File: src/verilog/mips_bus_pkg.sv
package mips_bus_pkg;

	// Bus widths
	localparam int ADDR_W = 32;
	localparam int DATA_W = 32;
	localparam int BYTE_LANES = DATA_W / 8;

	// Unified memory, word addressed
	localparam int MEM_WORDS = 8192;
	localparam int MEM_AW = $clog2(MEM_WORDS);

	// Address map
	// Memory sits below DEV_BASE, devices from DEV_BASE up
	localparam logic [ADDR_W-1:0] DEV_BASE = 32'h0000_7f00;
	localparam logic [ADDR_W-1:0] TIMER0_BASE = 32'h0000_7f00;
	localparam logic [ADDR_W-1:0] TIMER1_BASE = 32'h0000_7f10;
	localparam logic [ADDR_W-1:0] INT_ACK_ADDR = 32'h0000_7f20;

	// Credit flow control, one queue slot per credit
	localparam int PORT_CREDITS = 2;
	localparam int QUEUE_PTR_W = $clog2(PORT_CREDITS);
	localparam int QUEUE_CNT_W = $clog2(PORT_CREDITS + 1);

	// Owner of a bus cycle
	localparam logic PORT_FETCH = 1'b0;
	localparam logic PORT_DATA = 1'b1;

	// Write when any byte enable is set
	typedef enum logic {
		OP_READ  = 1'b0,
		OP_WRITE = 1'b1
	} bus_op_t;

endpackage

File: src/verilog/mips_irq_pkg.sv
package mips_irq_pkg;

	// Timer register window is 16 bytes
	localparam int TIMER_OFFSET_W = 4;

	localparam logic [TIMER_OFFSET_W-1:0] TIMER_CTRL = 4'h0;
	localparam logic [TIMER_OFFSET_W-1:0] TIMER_PRESET = 4'h4;
	localparam logic [TIMER_OFFSET_W-1:0] TIMER_COUNT = 4'h8;

	// Control register bits
	localparam int CTRL_W = 4;
	localparam int CTRL_ENABLE = 0;
	localparam int CTRL_MODE = 1;
	localparam int CTRL_IRQ_MASK = 3;

	typedef enum logic {
		MODE_ONESHOT = 1'b0,
		MODE_RELOAD  = 1'b1
	} timer_mode_t;

	// Hardware interrupt vector
	localparam int IRQ_W = 3;
	localparam int IRQ_TIMER0 = 0;
	localparam int IRQ_TIMER1 = 1;
	localparam int IRQ_EXT = 2;

endpackage

File: src/verilog/interval_timer.sv
module interval_timer
	import mips_bus_pkg::*;
	import mips_irq_pkg::*;
(
	input  logic                      clk,
	input  logic                      reset,
	input  logic                      sel,
	input  logic [TIMER_OFFSET_W-1:0] offset,
	input  logic [BYTE_LANES-1:0]     byteen,
	input  logic [DATA_W-1:0]         wdata,
	output logic [DATA_W-1:0]         rdata,
	output logic                      irq
);
	logic [CTRL_W-1:0] ctrl;
	logic [DATA_W-1:0] preset;
	logic [DATA_W-1:0] count;
	logic              oneshot_hold;
	logic              reload_pulse;
	logic              wr_en;
	logic [DATA_W-1:0] cur_word;
	logic [DATA_W-1:0] merged;
	timer_mode_t       mode;

	function automatic logic [DATA_W-1:0] byte_merge(
		input logic [DATA_W-1:0]     old_word,
		input logic [DATA_W-1:0]     new_word,
		input logic [BYTE_LANES-1:0] lanes
	);
		logic [DATA_W-1:0] result;
		result = old_word;
		for (int i = 0; i < BYTE_LANES; i++) begin
			if (lanes[i])
				result[8*i +: 8] = new_word[8*i +: 8];
		end
		return result;
	endfunction

	always_comb begin
		case (offset)
			TIMER_CTRL:   cur_word = DATA_W'(ctrl);
			TIMER_PRESET: cur_word = preset;
			TIMER_COUNT:  cur_word = count;
			default:      cur_word = '0;
		endcase
	end

	assign merged = byte_merge(cur_word, wdata, byteen);
	assign wr_en = sel && (|byteen);
	assign mode = timer_mode_t'(ctrl[CTRL_MODE]);

	// Mask bit set lets the interrupt out
	assign irq = ctrl[CTRL_IRQ_MASK] && (oneshot_hold || reload_pulse);

	// Register writes take priority over counting; count is read only
	always_ff @(posedge clk) begin
		if (reset) begin
			ctrl <= '0;
			preset <= '0;
			count <= '0;
			oneshot_hold <= 1'b0;
			reload_pulse <= 1'b0;
		end else begin
			reload_pulse <= 1'b0;
			if (wr_en && offset == TIMER_CTRL) begin
				ctrl <= merged[CTRL_W-1:0];
				oneshot_hold <= 1'b0;
			end else if (wr_en && offset == TIMER_PRESET) begin
				preset <= merged;
				count <= merged;
			end else if (ctrl[CTRL_ENABLE] && count != '0) begin
				if (count == DATA_W'(1)) begin
					if (mode == MODE_RELOAD) begin
						count <= preset;
						reload_pulse <= 1'b1;
					end else begin
						count <= '0;
						ctrl[CTRL_ENABLE] <= 1'b0;
						oneshot_hold <= 1'b1;
					end
				end else begin
					count <= count - 1'b1;
				end
			end
		end
	end

	// Read data lines up with memory latency
	always_ff @(posedge clk) begin
		if (sel)
			rdata <= cur_word;
	end

endmodule

File: config.mk
export PLATFORM = sky130hd
export DESIGN_NAME = interval_timer
export DESIGN_NICKNAME = d
export VERILOG_FILES = /design/src/verilog/mips_bus_pkg.sv /design/src/verilog/mips_irq_pkg.sv /design/src/verilog/interval_timer.sv
export SDC_FILE = /design/constraint.sdc
export NUM_CORES = 1
export LEC_CHECK = 0
export ABC_AREA = 1
export BUFFER_PORTS_ARGS = -buffer_cell sky130_fd_sc_hd__buf_4
export CAP_MARGIN = 0
export CORE_MARGIN = 2
export CORE_UTILIZATION = 53
export CTS_BUF_LIST = sky130_fd_sc_hd__clkbuf_16
export CTS_CLUSTER_DIAMETER = 50
export DETAILED_ROUTE_END_ITERATION = 10
export GPL_TIMING_DRIVEN = 0
export PLACE_DENSITY_LB_ADDON = 0.05
export SETUP_SLACK_MARGIN = 0.4
export SLEW_MARGIN = 40
export SYNTH_ARGS = -nofsm -noshare
export SYNTH_HDL_FRONTEND = slang
export SYNTH_SLANG_ARGS = --single-unit
export TNS_END_PERCENT = 5
File: constraint.sdc
create_clock -name clk -period 1.7 [get_ports clk]
set_clock_uncertainty 0.05 [all_clocks]
set_input_delay 0.34 -clock clk [delete_from_list [all_inputs] [get_ports clk]]
set_output_delay 0.34 -clock clk [all_outputs]
set_load 0.02 [all_outputs]
==> results.ini <==
[floorplanning]
io_pins=76
initial_utilization_pct=54.53
die_x_um=112.6
die_area_mm2=0.01268
core_mm2=0.01147
die_y_um=112.6
rows=39

[drt]
dr.pass1.iters=6
avgViaCountPerCell=5.536
vias=6588
wl_per_cell_um=17.79
antenna_left=0
drtIter0Drc=795
finalWirelength_um=21170
drc=0

[min_path]
hold_class=in -> reg

[timing]
slew_viol_final=0
max_freq_mhz=535.2
finalCritPeriodShare_pct=109.9
worst_pin_slew_ns=0.5822
maxSlewHeadroom_pct=61.19
fin_setup_tns_ns=-3.970
finalHoldViolations=0
setup_violations=35
rsz0062_at_grt=true
holdWs_ns=0.2628
fin_crit_ns=1.868
layout_setup_ws_ns=-0.1684

[global_routing]
grt_max_degree=35
grt_usage_pct=33.34
grt_first_pass_wirelength_um=32060
antenna_found_initial=0
grt_overflow=0
first_global_vias=5802

[yosys]
synth_area_leaders=dfxtp_1, edfxtp_1, nand2_1
async_flop_share_pct=0
yosysMostFrequentCell=nand2_1
ys_warn_count=0
synth_edf_count=32
ys_top_cells_by_count=nand2_1, nor2_1, inv_1, nand3_1, dfxtp_1
netlist_area_mm2=0.006253
syn_inst=933
syn_nets=978
ys_seq_area_share_pct=37.78
ys.flop_type=dfxtp_1
avgSynthCellArea_um2=6.703
ys_types=36
ys_ff_latch=102
yosysTopAreaCellShare_pct=22.41
yosys.area.top_type=dfxtp_1

[cells_and_area]
final_cell_count_no_fill=1190
fillers=1060
multi_input_area_mm2=0.003547
final_layout_size_suffix_gt1_share_pct=25.12
syn_to_final_growth_pct=25.87
nets=1087
num_antenna_cells=0
regArea_mm2=0.002386

[clocking]
cts_tree=done
cts_buffers=9
cts_hold_buf=0
cts.sinks=102
clk_latency_ns=0.36
htreeDepth=3
path_clk_slew_ns=0.07
cts_root_buf=clkbuf_16
ctsLongestPathBuffers=2

[critical_path]
worstPathRequired_ns=1.95
worstSetupEndpointType=flip-flop
cp_max_fo=7
arrival_ns=2.12
worstSetupStartpointType=flip-flop
crit_type=reg -> reg

[power]
power_leakage_nw=3.635
total_power_mw=6.275
ir_drop_mv=0.7244
p_per_area_mw_per_mm2=797.1

[place]
dpl.hpwl_um=15790
dp.cells=1149
dp_slack_ns=-0.4771
io_buffer_count=73
gp_congestion=1.003

[job]
cap_violations=0

[status]
violations=negative setup slack
outcome=complete, but fails checks

## placed cells by master (no fill, tap or decap), types with 5 or more instances in the layout
cell       instances
dfxtp_1           53
clkbuf_16         10
nand4_1           13
nand3_2            8
nor3_1             5
a21oi_1           37
nand3_1           80
nand2_2           10
nor2_4            21
o21ai_1           31
buf_6             24
nor2_1           165
nand2_1          226
inv_2              7
clkbuf_1           8
o21ai_0           20
inv_1             88
edfxtp_1          32
nand2_4            7
nor2_2            28
buf_4             89
xor2_1            10
o22ai_1           12
dfxtp_2           16
o21ai_2            7
buf_8              5
## where the power goes
group	leakage (nW)	internal, mW	switching [mW]
sequential	0.904	2.57	0.0548
combinational	2.59	0.585	0.976
clock	0.141	1.13	0.961
total	3.63	4.28	1.99
## stage by stage
step / utilization (%) / area, um2
after floorplan: - / 6285
after global placement: 61.15 / 7012
after detailed placement: 61.15 / 7012
after CTS: 67.08 / 7692
after global routing: 68.64 / 7871
final: 68.64 / 7871
## layout make-up
type	instances	share of cell area [%]
Buffer	33	3.608
Clock inverter	7	0.8107
Tap cell	143	2.273
Timing Repair Buffer	98	10.19
Sequential cell	102	30.31
Clock buffer	9	2.861
Multi-Input combinational cell	699	45.06
Inverter	99	4.880
## flip-flops by register name (all words and copies together), names as in the netlist
register	cells
count	32
preset	32
rdata	32
ctrl	4
oneshot_hold	1
reload_pulse	1
## what timing repair did
action                     in CTS  in global routing
resized for setup              68                 69
setup endpoints to repair      83                 89
pin swaps                      29                 21
buffers inserted               22                  2
cloned                          1                  0
## cells by family (layout without fill, tap and decap cells)
| logic type | after synthesis | in the layout | synth area share [%] |
|---|---|---|---|
| compound gates | 113 | 113 | 9.764 |
| xor+xnor | 10 | 10 | 1.400 |
| fa+ha+maj | 2 | 2 | 0.4001 |
| buf+inv | 132 | 246 | 9.684 |
| flops | 102 | 102 | 37.78 |
| simple gates | 574 | 574 | 40.98 |
## critical path, cell delays in order, from the launching register on
cell	delay, ns
dfxtp_1	0.38
nor2_4	0.17
nand2_4	0.11
nor2_4	0.17
nand3_2	0.11
nor2_4	0.19
buf_4	0.21
nand3_1	0.16
nand3_1	0.14
nor2_1	0.05
nor2_1	0.07
## path summary, 6_finish.rpt
kind                 start        to  slack, ns  cells past startpoint
setup / recovery  count[8]  count[4]      -0.17                     10
hold / removal    wdata[2]   ctrl[2]       0.26                      4
setup reg to reg  count[8]  count[4]      -0.17                     10
hold reg to reg    ctrl[2]   ctrl[2]       0.41                      2
## layer usage
layer,wire (um),vias up,track usage [%]
met2,8331,377,44.67
met4,732,0,15.20
met1,9375,2956,48.89
met3,2729,46,10.21
li1,-,3209,-
met5,0,-,0
Power figures use the tool's default switching activity.
