File: src/verilog/mips_bus_pkg.sv
package mips_bus_pkg;

	// Bus widths
	localparam int ADDR_W = 32;
	localparam int DATA_W = 32;
	localparam int BYTE_LANES = DATA_W / 8;

	// Unified memory, word addressed
	localparam int MEM_WORDS = 8192;
	localparam int MEM_AW = $clog2(MEM_WORDS);

	// Address map
	// Memory sits below DEV_BASE, devices from DEV_BASE up
	localparam logic [ADDR_W-1:0] DEV_BASE = 32'h0000_7f00;
	localparam logic [ADDR_W-1:0] TIMER0_BASE = 32'h0000_7f00;
	localparam logic [ADDR_W-1:0] TIMER1_BASE = 32'h0000_7f10;
	localparam logic [ADDR_W-1:0] INT_ACK_ADDR = 32'h0000_7f20;

	// Credit flow control, one queue slot per credit
	localparam int PORT_CREDITS = 2;
	localparam int QUEUE_PTR_W = $clog2(PORT_CREDITS);
	localparam int QUEUE_CNT_W = $clog2(PORT_CREDITS + 1);

	// Owner of a bus cycle
	localparam logic PORT_FETCH = 1'b0;
	localparam logic PORT_DATA = 1'b1;

	// Write when any byte enable is set
	typedef enum logic {
		OP_READ  = 1'b0,
		OP_WRITE = 1'b1
	} bus_op_t;

endpackage

File: src/verilog/bus_arbiter.sv
module bus_arbiter
	import mips_bus_pkg::*;
(
	input  logic                  clk,
	input  logic                  reset,
	input  logic                  fetch_req_valid,
	input  logic [ADDR_W-1:0]     fetch_addr,
	output logic                  fetch_credit,
	output logic                  fetch_resp_valid,
	output logic [DATA_W-1:0]     fetch_rdata,
	input  logic                  data_req_valid,
	input  logic [ADDR_W-1:0]     data_addr,
	input  logic [BYTE_LANES-1:0] data_byteen,
	input  logic [DATA_W-1:0]     data_wdata,
	output logic                  data_credit,
	output logic                  data_resp_valid,
	output logic [DATA_W-1:0]     data_rdata,
	output logic                  bus_valid,
	output logic [ADDR_W-1:0]     bus_addr,
	output logic [BYTE_LANES-1:0] bus_byteen,
	output logic [DATA_W-1:0]     bus_wdata,
	input  logic [DATA_W-1:0]     bus_rdata
);
	logic [ADDR_W-1:0]     fq_addr [PORT_CREDITS];
	logic [QUEUE_PTR_W-1:0] fq_wr_ptr;
	logic [QUEUE_PTR_W-1:0] fq_rd_ptr;
	logic [QUEUE_CNT_W-1:0] fq_count;
	logic [ADDR_W-1:0]     dq_addr [PORT_CREDITS];
	logic [BYTE_LANES-1:0] dq_byteen [PORT_CREDITS];
	logic [DATA_W-1:0]     dq_wdata [PORT_CREDITS];
	bus_op_t               dq_op [PORT_CREDITS];
	logic [QUEUE_PTR_W-1:0] dq_wr_ptr;
	logic [QUEUE_PTR_W-1:0] dq_rd_ptr;
	logic [QUEUE_CNT_W-1:0] dq_count;
	logic                  grant_fetch;
	logic                  grant_data;
	logic                  last_data;
	logic                  bus_port;
	logic                  inflight;
	bus_op_t               head_op;

	// Round robin, the port not served last wins a tie
	assign grant_fetch = (fq_count != '0) && ((dq_count == '0) || last_data);
	assign grant_data = (dq_count != '0) && !grant_fetch;
	assign bus_valid = grant_fetch || grant_data;

	// Fetch cycles are always reads
	assign head_op = grant_data ? dq_op[dq_rd_ptr] : OP_READ;
	assign bus_addr = grant_data ? dq_addr[dq_rd_ptr] : fq_addr[fq_rd_ptr];
	assign bus_byteen = (head_op == OP_WRITE) ? dq_byteen[dq_rd_ptr] : '0;
	assign bus_wdata = grant_data ? dq_wdata[dq_rd_ptr] : '0;

	// A slot frees as soon as its request goes out
	assign fetch_credit = grant_fetch;
	assign data_credit = grant_data;

	always_ff @(posedge clk) begin
		if (fetch_req_valid)
			fq_addr[fq_wr_ptr] <= fetch_addr;
		if (data_req_valid) begin
			dq_addr[dq_wr_ptr] <= data_addr;
			dq_byteen[dq_wr_ptr] <= data_byteen;
			dq_wdata[dq_wr_ptr] <= data_wdata;
			dq_op[dq_wr_ptr] <= (|data_byteen) ? OP_WRITE : OP_READ;
		end
	end

	always_ff @(posedge clk) begin
		if (reset) begin
			fq_wr_ptr <= '0;
			fq_rd_ptr <= '0;
			fq_count <= '0;
			dq_wr_ptr <= '0;
			dq_rd_ptr <= '0;
			dq_count <= '0;
			last_data <= 1'b1;
			inflight <= 1'b0;
			bus_port <= PORT_FETCH;
		end else begin
			if (fetch_req_valid)
				fq_wr_ptr <= fq_wr_ptr + 1'b1;
			if (grant_fetch)
				fq_rd_ptr <= fq_rd_ptr + 1'b1;
			fq_count <= fq_count + QUEUE_CNT_W'(fetch_req_valid) - QUEUE_CNT_W'(grant_fetch);
			if (data_req_valid)
				dq_wr_ptr <= dq_wr_ptr + 1'b1;
			if (grant_data)
				dq_rd_ptr <= dq_rd_ptr + 1'b1;
			dq_count <= dq_count + QUEUE_CNT_W'(data_req_valid) - QUEUE_CNT_W'(grant_data);
			if (bus_valid)
				last_data <= grant_data;
			inflight <= bus_valid;
			bus_port <= grant_data ? PORT_DATA : PORT_FETCH;
		end
	end

	// Bridge answers one cycle after issue
	assign fetch_resp_valid = inflight && (bus_port == PORT_FETCH);
	assign data_resp_valid = inflight && (bus_port == PORT_DATA);
	assign fetch_rdata = bus_rdata;
	assign data_rdata = bus_rdata;

	// Master sent a request without holding a credit
	// A full queue still takes a request when its head issues in the same cycle
	assert property (@(posedge clk) disable iff (reset)
		fetch_req_valid |-> (fq_count != QUEUE_CNT_W'(PORT_CREDITS)) || grant_fetch)
		else $error("fetch request on a full queue");
	assert property (@(posedge clk) disable iff (reset)
		data_req_valid |-> (dq_count != QUEUE_CNT_W'(PORT_CREDITS)) || grant_data)
		else $error("data request on a full queue");

	// Each issued cycle comes back to exactly one port
	assert property (@(posedge clk) disable iff (reset)
		bus_valid |=> $onehot({fetch_resp_valid, data_resp_valid}))
		else $error("response routed to more than one port");

endmodule

File: config.mk
export PLATFORM = sky130hd
export DESIGN_NAME = bus_arbiter
export DESIGN_NICKNAME = d
export VERILOG_FILES = /design/src/verilog/mips_bus_pkg.sv /design/src/verilog/bus_arbiter.sv
export SDC_FILE = /design/constraint.sdc
export NUM_CORES = 1
export LEC_CHECK = 0
export ABC_AREA = 1
export BUFFER_PORTS_ARGS = -buffer_cell sky130_fd_sc_hd__buf_2
export CORE_UTILIZATION = 40
export DETAILED_ROUTE_END_ITERATION = 7
export PLACE_DENSITY = 0.78
export SETUP_SLACK_MARGIN = 0.2
export SLEW_MARGIN = 20
export SYNTH_ARGS = -nofsm -noshare
export SYNTH_HDL_FRONTEND = slang
export SYNTH_SLANG_ARGS = --single-unit
File: constraint.sdc
create_clock -name clk -period 3.75 [get_ports clk]
set_input_delay 0.375 -clock clk [delete_from_list [all_inputs] [get_ports clk]]
set_output_delay 0.375 -clock clk [all_outputs]
set_load 0.05 [all_outputs]
==> impl_metrics.ini <==
[critical_path]
cpPeakStageDelay_ns = 0.37
arrival_ns = 2.30
critPathBufInv = 4
cp_max_fo = 53
crit_chain = inv_1 -> nand2_2 -> a21oi_4 -> clkinv_2 -> buf_12 -> o21ai_0 -> buf_2
crit_slowest_cell = o21ai_0
cp_top_family = buffers and inverters
required_ns = 3.38
cp-start-kind = register
criticalPathCategory = reg2out
end_kind = primary output

[pwr]
pwr-share-clk_pct = 24.6
p_sw_share_pct = 44.1
seqPwrFrac_pct = 33.2
p_sw_uw = 3930
irDropWorstVdd_mv = 0.563
p_comb_share_pct = 42.2
power.internal_uw = 4990
p_leak_uw = 0.00396
p_per_area_nw_per_um2 = 871

[die]
start_util_pct = 41.3
fp.dieArea_sq_um = 22600
row_count = 53
die_width_microns = 150
die_y_microns = 150
core-area_sq_um = 21300
num_io_pins = 273

[placed_design]
place.gp.congestion = 0.764
portBuffers = 176
dp_hpwl_microns = 12300
placed_cells_incl_taps = 1005
preCtsSetupSlack_ns = 1.49

[global_route]
grt_overflow = 0
grt_usage_pct = 16.5
antenna_found_initial = 3
grt_pass1_wl_microns = 27700
grt_max_degree = 70
grt_pass1_vias = 5123

[cts]
cts.sinks = 215
cts-root-buf = clkbuf_16
post_cts_buffers = 0
cts_tree = done
clk_pin_slew_ns = 0.06
htreeDepth = 1
clk_latency_ns = 0.50
cts.path.max_buffers = 3
cts.repair.resized = 0
cts_made_buffers = 23
hold_buffers = 0

[logic_synthesis]
synth_top_area_cell = edfxtp_1
ys_seq_elements = 215
synth.distinct_cells = 25
synth_commonest_cells = edfxtp_1 (202), nand2_1 (114), buf_4 (65)
netlist.area_leader.share_pct = 69.0
ys_seq_area_share_pct = 72.0
syn_area_per_cell_sq_um = 13.8
synth_most_common_cell = edfxtp_1
synthTopCellsByArea = edfxtp_1 (69%), buf_4 (5.6%), nand2_1 (4.9%)
synth_cells = 638
yosys_warnings = 0
async_reset_ff_share_pct = 0
synth_ff_type = edfxtp_1
synth_edf_count = 202
syn_nets = 777
netlist_area_sq_um = 8790

[job]
drv_cap = 0

[timing]
finalSetupViolations = 0
fmaxAchievable_mhz = 374
final_max_slew_viol_count = 0
finalClockSkew_ns = 0.0143
finalCritPeriodShare_pct = 71.3
final.setup.tns_ns = 0
finalHoldViolCount = 0
tightest_slew_ns = 1.07
finalCriticalPeriod_ns = 2.68
rsz0062_at_grt = false
timing.final.ws_setup_ns = 1.07
maxSlewHeadroom_pct = 29.0

[routing]
routedWlPerCell_microns = 17.9
drtAntennaViolNets = 0
drc_errors = 0
vias = 5072
drtIter0Drc = 220
vias_per_cell = 4.83
drtPass1Iterations = 5
routed_wl_microns = 18800

[final_layout]
drive_above_1_share_pct = 33.5
nNetsFinal = 895
fillers = 1836
multi_input_area_sq_um = 1650
layoutNonFillerInstCount = 1050
seq_area_sq_um = 6330
layout-area-overhead-vs-synth_pct = 16.7

[outcome]
status = complete, no violations

[worst_hold_path]
hp-class = in2reg
## final timing paths
check | start | cells after the start | slack, ns | endpoint
setup / recovery | fq_count[1] | 7 | 1.07 | bus_addr[31]
hold / removal | fetch_addr[3] | 1 | 0.06 | fq_addr[1][3]
setup reg to reg | dq_count[1] | 9 | 1.97 | fq_count[1]
hold reg to reg | fq_rd_ptr | 1 | 0.45 | fq_rd_ptr
## power by group through the flow
stage                     clock network, uW  registers, uW  logic, uW
after floorplan                           0           2910       3230
after global placement                    0           3010       3780
after detailed placement                  0           3020       3800
after CTS                              2250           2970       3820
after global routing                   2340           2990       4040
final                                  2200           2960       3770
## registers in the layout (all words and copies together) (netlist names), 2 cells and up, named ones only
signal     cells
dq_addr       64
dq_byteen      8
dq_count       2
dq_op          2
dq_wdata      64
fq_addr       64
fq_count       2
## layout make-up
cell class,instances,share of cell area (%)
Clock inverter,13,1.12
Timing Repair Buffer,186,9.64
Antenna cell,3,0.0732
Inverter,50,1.85
Multi-Input combinational cell,280,16.1
Tap cell,275,3.36
Clock buffer,28,6.09
Sequential cell,215,61.7
## cell usage in the layout (no fill, tap or decap)
| master | instances |
|---|---|
| a21oi_1 | 15 |
| a21oi_2 | 29 |
| a21oi_4 | 1 |
| buf_12 | 1 |
| buf_16 | 1 |
| buf_2 | 176 |
| buf_4 | 8 |
| bufinv_16 | 2 |
| clkbuf_1 | 2 |
| clkbuf_16 | 23 |
| clkbuf_8 | 3 |
| clkinv_1 | 6 |
| clkinv_2 | 5 |
| dfxtp_1 | 11 |
| dfxtp_2 | 1 |
| dfxtp_4 | 1 |
| diode_2 | 3 |
| edfxtp_1 | 202 |
| ha_1 | 3 |
| inv_1 | 46 |
| inv_2 | 2 |
| inv_6 | 2 |
| mux2i_1 | 32 |
| nand2_1 | 114 |
| nand2_2 | 1 |
| nand3_1 | 1 |
| nor2_1 | 7 |
| nor2_2 | 1 |
| nor2_4 | 2 |
| nor3_1 | 2 |
| o211ai_1 | 32 |
| o21ai_0 | 38 |
| or4_1 | 1 |
| xnor2_1 | 1 |
## metrics by stage
step                cell area, sq um  utilization [%]  hold WS [ns]  total power (uW)
floorplan                       8790                -         0.426              6140
global placement                9480             44.5         0.435              6780
detailed placement              9480             44.5         0.436              6820
CTS                            10200             48.0        0.0292              9040
global route                   10200             48.2        0.0311              9370
finish                         10300             48.2        0.0583              8930
## kinds of logic (layout without fill, tap and decap cells)
group,Yosys count,in the layout,share of synthesized area (%)
simple gates,129,129,5.65
xor+xnor,1,1,0.0997
mux,32,32,3.65
compound gates,115,115,8.83
flops,215,215,72.0
fa+ha+maj,3,3,0.427
other cells,0,3,0
buf+inv,143,277,9.35
## per-layer routing
| layer | up-vias | share of wire [%] | GRT usage [%] |
|---|---|---|---|
| li1 | 2440 | - | - |
| met1 | 2400 | 38 | 18.4 |
| met2 | 146 | 49 | 27.8 |
| met3 | 86 | 6.5 | 3.73 |
| met4 | 0 | 7.0 | 12.3 |
| met5 | - | 0 | 0 |
(Power assumes the default switching activity.)
