**config.mk**
```make
export PLATFORM = sky130hd
export DESIGN_NAME = system_bridge
export DESIGN_NICKNAME = d
export VERILOG_FILES = /design/src/verilog/mips_bus_pkg.sv /design/src/verilog/mips_irq_pkg.sv /design/src/verilog/system_bridge.sv
export SDC_FILE = /design/constraint.sdc
export NUM_CORES = 1
export LEC_CHECK = 0
export ABC_AREA = 1
export BUFFER_PORTS_ARGS = -buffer_cell sky130_fd_sc_hd__buf_2
export CAP_MARGIN = 25
export CORE_AREA = 2 2 124 126
export CTS_CLUSTER_DIAMETER = 30
export CTS_CLUSTER_SIZE = 12
export DETAILED_ROUTE_END_ITERATION = 8
export DIE_AREA = 0 0 126 128
export PLACE_DENSITY = 0.53
export SLEW_MARGIN = 20
export SYNTH_ARGS = -nofsm -noshare
export SYNTH_HDL_FRONTEND = slang
export SYNTH_SLANG_ARGS = --single-unit
```
**constraint.sdc**
```tcl
create_clock -name clk -period 0.8 [get_ports clk]
set_input_delay 0.04 -clock clk [delete_from_list [all_inputs] [get_ports clk]]
set_output_delay 0.04 -clock clk [all_outputs]
set_load 0.05 [all_outputs]
```
**src/verilog/mips_bus_pkg.sv**
```systemverilog
package mips_bus_pkg;

	// Bus widths
	localparam int ADDR_W = 32;
	localparam int DATA_W = 32;
	localparam int BYTE_LANES = DATA_W / 8;

	// Unified memory, word addressed
	localparam int MEM_WORDS = 8192;
	localparam int MEM_AW = $clog2(MEM_WORDS);

	// Address map
	// Memory sits below DEV_BASE, devices from DEV_BASE up
	localparam logic [ADDR_W-1:0] DEV_BASE = 32'h0000_7f00;
	localparam logic [ADDR_W-1:0] TIMER0_BASE = 32'h0000_7f00;
	localparam logic [ADDR_W-1:0] TIMER1_BASE = 32'h0000_7f10;
	localparam logic [ADDR_W-1:0] INT_ACK_ADDR = 32'h0000_7f20;

	// Credit flow control, one queue slot per credit
	localparam int PORT_CREDITS = 2;
	localparam int QUEUE_PTR_W = $clog2(PORT_CREDITS);
	localparam int QUEUE_CNT_W = $clog2(PORT_CREDITS + 1);

	// Owner of a bus cycle
	localparam logic PORT_FETCH = 1'b0;
	localparam logic PORT_DATA = 1'b1;

	// Write when any byte enable is set
	typedef enum logic {
		OP_READ  = 1'b0,
		OP_WRITE = 1'b1
	} bus_op_t;

endpackage

```
**src/verilog/mips_irq_pkg.sv**
```systemverilog
package mips_irq_pkg;

	// Timer register window is 16 bytes
	localparam int TIMER_OFFSET_W = 4;

	localparam logic [TIMER_OFFSET_W-1:0] TIMER_CTRL = 4'h0;
	localparam logic [TIMER_OFFSET_W-1:0] TIMER_PRESET = 4'h4;
	localparam logic [TIMER_OFFSET_W-1:0] TIMER_COUNT = 4'h8;

	// Control register bits
	localparam int CTRL_W = 4;
	localparam int CTRL_ENABLE = 0;
	localparam int CTRL_MODE = 1;
	localparam int CTRL_IRQ_MASK = 3;

	typedef enum logic {
		MODE_ONESHOT = 1'b0,
		MODE_RELOAD  = 1'b1
	} timer_mode_t;

	// Hardware interrupt vector
	localparam int IRQ_W = 3;
	localparam int IRQ_TIMER0 = 0;
	localparam int IRQ_TIMER1 = 1;
	localparam int IRQ_EXT = 2;

endpackage

```
**src/verilog/system_bridge.sv**
```systemverilog
module system_bridge
	import mips_bus_pkg::*;
	import mips_irq_pkg::*;
(
	input  logic                      clk,
	input  logic                      reset,
	input  logic                      bus_valid,
	input  logic [ADDR_W-1:0]         bus_addr,
	input  logic [BYTE_LANES-1:0]     bus_byteen,
	input  logic [DATA_W-1:0]         bus_wdata,
	output logic [DATA_W-1:0]         bus_rdata,
	output logic                      mem_sel,
	output logic [ADDR_W-1:0]         mem_addr,
	output logic [BYTE_LANES-1:0]     mem_byteen,
	output logic [DATA_W-1:0]         mem_wdata,
	input  logic [DATA_W-1:0]         mem_rdata,
	output logic                      tmr0_sel,
	output logic                      tmr1_sel,
	output logic [TIMER_OFFSET_W-1:0] dev_offset,
	output logic [BYTE_LANES-1:0]     dev_byteen,
	output logic [DATA_W-1:0]         dev_wdata,
	input  logic [DATA_W-1:0]         tmr0_rdata,
	input  logic [DATA_W-1:0]         tmr1_rdata,
	input  logic                      tmr0_irq,
	input  logic                      tmr1_irq,
	input  logic                      interrupt,
	output logic [IRQ_W-1:0]          hw_int
);
	bus_op_t bus_op;
	logic    hit_mem;
	logic    hit_tmr0;
	logic    hit_tmr1;
	logic    hit_ack;
	logic    ack_write;
	logic    rd_mem_q;
	logic    rd_tmr0_q;
	logic    rd_tmr1_q;
	logic    ext_pending;

	assign bus_op = (|bus_byteen) ? OP_WRITE : OP_READ;

	// Address decode
	assign hit_mem = bus_addr < DEV_BASE;
	assign hit_tmr0 = bus_addr[ADDR_W-1:TIMER_OFFSET_W] == TIMER0_BASE[ADDR_W-1:TIMER_OFFSET_W];
	assign hit_tmr1 = bus_addr[ADDR_W-1:TIMER_OFFSET_W] == TIMER1_BASE[ADDR_W-1:TIMER_OFFSET_W];
	assign hit_ack = bus_addr[ADDR_W-1:2] == INT_ACK_ADDR[ADDR_W-1:2];

	assign mem_sel = bus_valid && hit_mem;
	assign mem_addr = bus_addr;
	assign mem_byteen = bus_byteen;
	assign mem_wdata = bus_wdata;

	assign tmr0_sel = bus_valid && hit_tmr0;
	assign tmr1_sel = bus_valid && hit_tmr1;
	assign dev_offset = bus_addr[TIMER_OFFSET_W-1:0];
	assign dev_byteen = bus_byteen;
	assign dev_wdata = bus_wdata;

	// Remember who answers next cycle
	always_ff @(posedge clk) begin
		if (reset) begin
			rd_mem_q <= 1'b0;
			rd_tmr0_q <= 1'b0;
			rd_tmr1_q <= 1'b0;
		end else begin
			rd_mem_q <= mem_sel;
			rd_tmr0_q <= tmr0_sel;
			rd_tmr1_q <= tmr1_sel;
		end
	end

	// Ack register and unmapped space read as zero
	always_comb begin
		if (rd_mem_q)
			bus_rdata = mem_rdata;
		else if (rd_tmr0_q)
			bus_rdata = tmr0_rdata;
		else if (rd_tmr1_q)
			bus_rdata = tmr1_rdata;
		else
			bus_rdata = '0;
	end

	// External interrupt latch, any write to the ack word clears it
	assign ack_write = bus_valid && hit_ack && (bus_op == OP_WRITE);

	always_ff @(posedge clk) begin
		if (reset)
			ext_pending <= 1'b0;
		else if (ack_write)
			ext_pending <= 1'b0;
		else if (interrupt)
			ext_pending <= 1'b1;
	end

	always_comb begin
		hw_int = '0;
		hw_int[IRQ_TIMER0] = tmr0_irq;
		hw_int[IRQ_TIMER1] = tmr1_irq;
		hw_int[IRQ_EXT] = ext_pending;
	end

endmodule

```
==> results of run 1 <==
==> sequential cells by signal, indices dropped and copies added (netlist names) <==
register,count
ext_pending,1
rd_mem_q,1
rd_tmr0_q,1
rd_tmr1_q,1
==> logic make-up (layout without fill, tap and decap cells) <==
kind of cell | after synthesis | count (layout) | share of synthesized area (%)
compound gates | 66 | 66 | 17.1
buf+inv | 136 | 271 | 51.3
flops | 4 | 4 | 4.08
simple gates | 141 | 141 | 27.5
==> power groups by stage <==
stage | sequential, mW | combinational, mW | clock [mW]
global route | 0.197 | 1.19 | 0.810
finish | 0.196 | 1.13 | 0.783
CTS | 0.196 | 1.05 | 0.806
global placement | 0.202 | 0.952 | 0
detailed placement | 0.202 | 0.951 | 0
floorplan | 0.205 | 1.54 | 0
==> routing by layer <==
layer | global-route usage (%) | vias up | routed length (um)
li1 | - | 1258 | -
met4 | 3.88 | 0 | 212
met3 | 3.26 | 23 | 881
met1 | 10.6 | 1162 | 3340
met5 | 0 | - | 0
met2 | 17.3 | 189 | 4790
==> per-stage QoR <==
stage	setup WS (ns)	instances
6_report	-0.613	670
5_1_grt	-0.670	670
4_1_cts	-0.602	660
3_5_place_dp	-0.452	649
3_3_place_gp	-0.433	649
2_1_floorplan	-0.293	347
==> cells in the final DEF (no fill, tap or decap), types with 12 or more instances in the layout <==
master / instances
a21oi_2: 22
buf_12: 12
buf_2: 157
buf_4: 22
buf_6: 54
nand2_1: 48
nand2_2: 22
nor2_2: 16
nor2_4: 33
o21ai_4: 32
==> cells in the mapped netlist (all sizes together) <==
cell type and instances:
buf 120, inv 8, nand2 78, dfxtp 4
a21oi 32, nand3 3, o21ai 33, o21bai 1
nor2 56, clkbuf 8, nor3 3, nand3b 1
==> worst min-delay path by stage <==
stage	from	endpoint	slack [ns]	cells past startpoint
6_report	interrupt	ext_pending	0.07	3
3_5_place_dp	tmr0_irq	hw_int[0]	0.08	0
5_1_grt	bus_wdata[6]	dev_wdata[6]	0.08	0
3_3_place_gp	tmr0_irq	hw_int[0]	0.08	0
4_1_cts	reset	rd_mem_q	0.03	2
2_1_floorplan	reset	rd_tmr1_q	0.11	1
==> final cells by class <==
class,instances,area [um^2]
clock buffers,3,75.1
fillers,1541,10500
inverters,8,35.0
multi-input cells,207,1850
flip-flops and latches,4,91.3
well taps,188,235
repair buffers,260,2090
==> critical path, delay by kind of cell, from the launching register on <==
| family | cells | cell delay [ns] |
|---|---|---|
| flops | 1 | 0.45 |
| simple gates | 2 | 0.15 |
| buf+inv | 2 | 0.36 |
| compound gates | 2 | 0.19 |
==> timing repair <==
item,4_1_cts,5_1_grt
pin swaps,41,44
buffers inserted,6,10
endpoints found under the setup margin,39,40
gates cloned,4,2
resized for setup,198,76
==> flow_metrics.env, run 1 <==
export IMPL_crit_chain="clkbuf_16, nand2_1, nor2_2, a21oi_2, o21ai_4, buf_6"
export IMPL_r2r_start="ext_pending"
export IMPL_synth_cell_type_count=17
export IMPL_clkLatencyLatePin_ns=0.22
export IMPL_antenna_found_initial=0
export IMPL_num_rows=45
export IMPL_r2r_end="ext_pending"
export IMPL_min_period_ns=1.41
export IMPL_grt_pass1_wl_um=12600
export IMPL_power_mw=2.11
export IMPL_violations="setup timing"
export IMPL_clock_path_buffers=2
export IMPL_hold_class="in2reg"
export IMPL_min_period_over_period_pct=177
export IMPL_drt_iter0_drc=49
export IMPL_ios=316
export IMPL_drive_gt1_share_pct=86.5
export IMPL_vias_per_cell=3.93
export IMPL_cpMaxStageDelayCell="dfxtp_4"
export IMPL_crit_arrival_ns=1.37
export IMPL_synth_top_cell_area_share_pct=43.6
export IMPL_slew_headroom_pct=82.4
export IMPL_hold_buffers=0
export IMPL_cp_max_fo=8
export IMPL_setup_violations=36
export IMPL_max_stage_delay_ns=0.45
export IMPL_grt_total_usage_pct=9.70
export IMPL_final_nets=654
export IMPL_ys_warn_count=0
export IMPL_cts_root_buf="clkbuf_16"
export IMPL_finalWirelength_um=9220
export IMPL_syn_area_um2=1960
export IMPL_grt_max_degree=20
export IMPL_combPwrFrac_pct=53.5
export IMPL_dr_pass1_iters=4
export IMPL_syn_inst=347
export IMPL_power_switching_mw=0.833
export IMPL_globalplace_congestion=0.751
export IMPL_start_util_pct=13.2
export IMPL_placed_area_um2=3020
export IMPL_diodes=0
export IMPL_swShare_pct=39.5
export IMPL_rsz0062_at_grt="yes"
export IMPL_grt_overflow=0
export IMPL_netlist_top_cells_area="buf_4 44%, nand2_1 15%, nor2_1 11%"
export IMPL_syn2layout_area_growth_pct=123
export IMPL_end_kind="output port"
export IMPL_path_clk_slew_ns=0.03
export IMPL_layout_setup_ws_ns=-0.613
export IMPL_synth_fp_nets=517
export IMPL_clock_skew_ns=0
export IMPL_yosys_area_top_type="buf_4"
export IMPL_die_area_um2=16100
export IMPL_maxCapViolations=0
export IMPL_path_class="reg2out"
export IMPL_drc=0
export IMPL_p_clk_share_pct=37.1
export IMPL_ir_drop_v=0.000265
export IMPL_final_max_slew_viol_count=0
export IMPL_cp_start_kind="flop"
export IMPL_crit_start="rd_tmr1_q"
export IMPL_antenna_left=0
export IMPL_leakage_nw=1.93
export IMPL_internal_power_mw=1.28
export IMPL_seqPwrFrac_pct=9.3
export IMPL_fin_area_um2=4380
export IMPL_worst_ep_required_time_ns=0.76
export IMPL_timing_fmax_mhz=708
export IMPL_synth_avg_cell_area_um2=5.66
export IMPL_clock_sinks=4
export IMPL_hold_violations=0
export IMPL_cts_tree="yes"
export IMPL_hold_ws_ns=0.0687
export IMPL_core_um2=14900
export IMPL_crit_end="bus_rdata[25]"
export IMPL_post_route_util_pct=29.4
export IMPL_setup_tns_ns=-18.95
export IMPL_outcome="complete, but fails checks"
export IMPL_seq_area_frac_synth_pct=4.08
export IMPL_cts_buffers=3
export IMPL_port_buffers=209
export IMPL_max_slew_worst_pin_slew_ns=0.266
export IMPL_reg2reg_depth=2
export IMPL_ctsHtreeMaxLevel=1
export IMPL_wl_per_cell_um=13.8
export IMPL_grt_pass1_vias=2559
export IMPL_hpwl_um=6350
export IMPL_power_density_nw_per_um2=482
export IMPL_vias=2632
export IMPL_dieHeight_um=128
export IMPL_fp_dieW_um=126
export IMPL_synth_seq_cells=4
export IMPL_reg2reg_slack_ns=0.18
No activity file was read; power rests on OpenSTA's default activity.
==> run 2: changes to the inputs <==
Settings changed: BUFFER_PORTS_ARGS -buffer_cell sky130_fd_sc_hd__buf_2 to -buffer_cell sky130_fd_sc_hd__clkbuf_2.
==> flow_metrics.env, run 2 (same netlist as run 1, synthesis figures left out) <==
export IMPL_end_kind="output port"
export IMPL_min_to="ext_pending"
export IMPL_power_mw=2.10
export IMPL_final_common_cell="clkbuf_2"
export IMPL_path_class="reg2out"
export IMPL_grt_max_degree=37
export IMPL_holdPathStages=3
export IMPL_hold_class="in2reg"
export IMPL_setup_violations=35
export IMPL_drt_iter0_drc=43
export IMPL_r2r_end="ext_pending"
export IMPL_violations="setup timing"
export IMPL_setup_tns_ns=-18.17
export IMPL_reg2reg_depth=2
export IMPL_placed_cells=651
export IMPL_maxCapViolations=0
export IMPL_cts_buffers=3
export IMPL_syn2layout_area_growth_pct=119
export IMPL_min_period_ns=1.39
export IMPL_worst_ep_required_time_ns=0.76
export IMPL_hold_path_startpoint="interrupt"
export IMPL_min_period_over_period_pct=174
export IMPL_final_max_slew_viol_count=0
export IMPL_core_um2=14900
export IMPL_globalplace_congestion=0.730
export IMPL_wl_per_cell_um=13.7
export IMPL_cp_max_fo=14
export IMPL_ir_drop_v=0.000439
export IMPL_fp_dieW_um=126
export IMPL_antenna_found_initial=0
export IMPL_stdcell_count=667
export IMPL_diodes=0
export IMPL_hold_ws_ns=0.0573
export IMPL_crit_arrival_ns=1.35
export IMPL_die_area_um2=16100
export IMPL_clock_path_buffers=2
export IMPL_ctsHtreeMaxLevel=1
export IMPL_layout_setup_ws_ns=-0.592
export IMPL_port_buffers=209
export IMPL_drc=0
export IMPL_post_route_util_pct=28.9
export IMPL_cts_root_buf="clkbuf_16"
export IMPL_rsz0062_at_grt="yes"
export IMPL_vias_per_cell=3.97
export IMPL_cts_tree="yes"
export IMPL_grt_pass1_wl_um=11700
export IMPL_grt_pass1_vias=2365
export IMPL_clkLatencyLatePin_ns=0.23
export IMPL_hold_buffers=0
export IMPL_outcome="complete, but fails checks"
export IMPL_reg2reg_slack_ns=0.18
export IMPL_grt_overflow=0
export IMPL_ios=316
export IMPL_max_slew_worst_pin_slew_ns=0.286
export IMPL_dieHeight_um=128
export IMPL_hpwl_um=6560
export IMPL_start_util_pct=13.2
export IMPL_clock_skew_ns=0
export IMPL_vias=2649
export IMPL_timing_fmax_mhz=719
export IMPL_cp_start_kind="flop"
export IMPL_grt_total_usage_pct=8.95
export IMPL_dr_pass1_iters=4
export IMPL_leakage_nw=1.91
export IMPL_r2r_start="ext_pending"
export IMPL_hold_violations=0
export IMPL_clock_sinks=4
export IMPL_num_rows=45
export IMPL_power_density_nw_per_um2=489
export IMPL_antenna_left=0
export IMPL_path_clk_slew_ns=0.03
export IMPL_finalWirelength_um=9160
export IMPL_final_nets=651
export IMPL_drive_gt1_share_pct=83.3
export IMPL_slew_headroom_pct=81.0
export IMPL_layout_common_cells="161 x clkbuf_2, 66 x nand2_1, 32 x o21ai_4, 30 x nor2_4, 29 x buf_4"
[run 2: changes by cell type in the layout (fill, tap and decap cells not counted), sizes merged]
cell	before	now
buf	258	90
clkbuf	5	170
[run 2: per-stage QoR]
step                setup WS [ns]  cell area (um^2)
floorplan                  -0.293              2410
global placement           -0.413              3170
detailed placement         -0.431              3170
CTS                        -0.623              3650
global route               -0.628              4300
finish                     -0.592              4300
[run 2: layout make-up]
class,count,area (um^2)
Timing Repair Buffer,257,2090
Multi-Input combinational cell,207,1780
Fill cell,1583,10600
Clock buffer,3,75.1
Tap cell,188,235
Inverter,8,30.0
Sequential cell,4,91.3
[run 2: critical path: stages, from the launching register on]
cell and delay (ns):
dfxtp_4 0.35, buf_12 0.14, clkbuf_16 0.19, a21oi_2 0.21, o21ai_4 0.08, buf_8 0.15
[run 2: per-layer routing]
layer / GRT usage [%] / vias up / routed length (um) / part of all wire, %
met3: 3.42 / 14 / 956 / 10
met2: 15.7 / 183 / 4880 / 53
met4: 2.78 / 0 / 111 / 1.2
met5: 0 / - / 0 / 0
li1: - / 1253 / - / -
met1: 10.1 / 1199 / 3210 / 35
[run 2: how the worst max path moves through the flow]
stage,startpoint,end,slack (ns),cells past startpoint
3_3_place_gp,rd_tmr0_q,bus_rdata[7],-0.41,5
4_1_cts,rd_tmr0_q,bus_rdata[0],-0.62,6
5_1_grt,rd_tmr0_q,bus_rdata[11],-0.63,5
6_report,rd_tmr0_q,bus_rdata[7],-0.59,5
2_1_floorplan,rd_tmr0_q,bus_rdata[0],-0.29,5
3_5_place_dp,rd_tmr0_q,bus_rdata[29],-0.43,5
[run 2: report_power, final]
part | total [mW] | leakage, nW | switching (mW) | internal [mW]
combinational | 1.11 | 1.83 | 0.677 | 0.433
sequential | 0.197 | 0.0350 | 0.00279 | 0.194
clock | 0.792 | 0.0370 | 0.153 | 0.640
total | 2.10 | 1.91 | 0.833 | 1.27
[run 2: what timing repair did]
action	in CTS	in global routing
endpoints found under the setup margin	40	40
pin swaps	14	41
gates cloned	1	7
resized for setup	95	149
buffers inserted	3	6
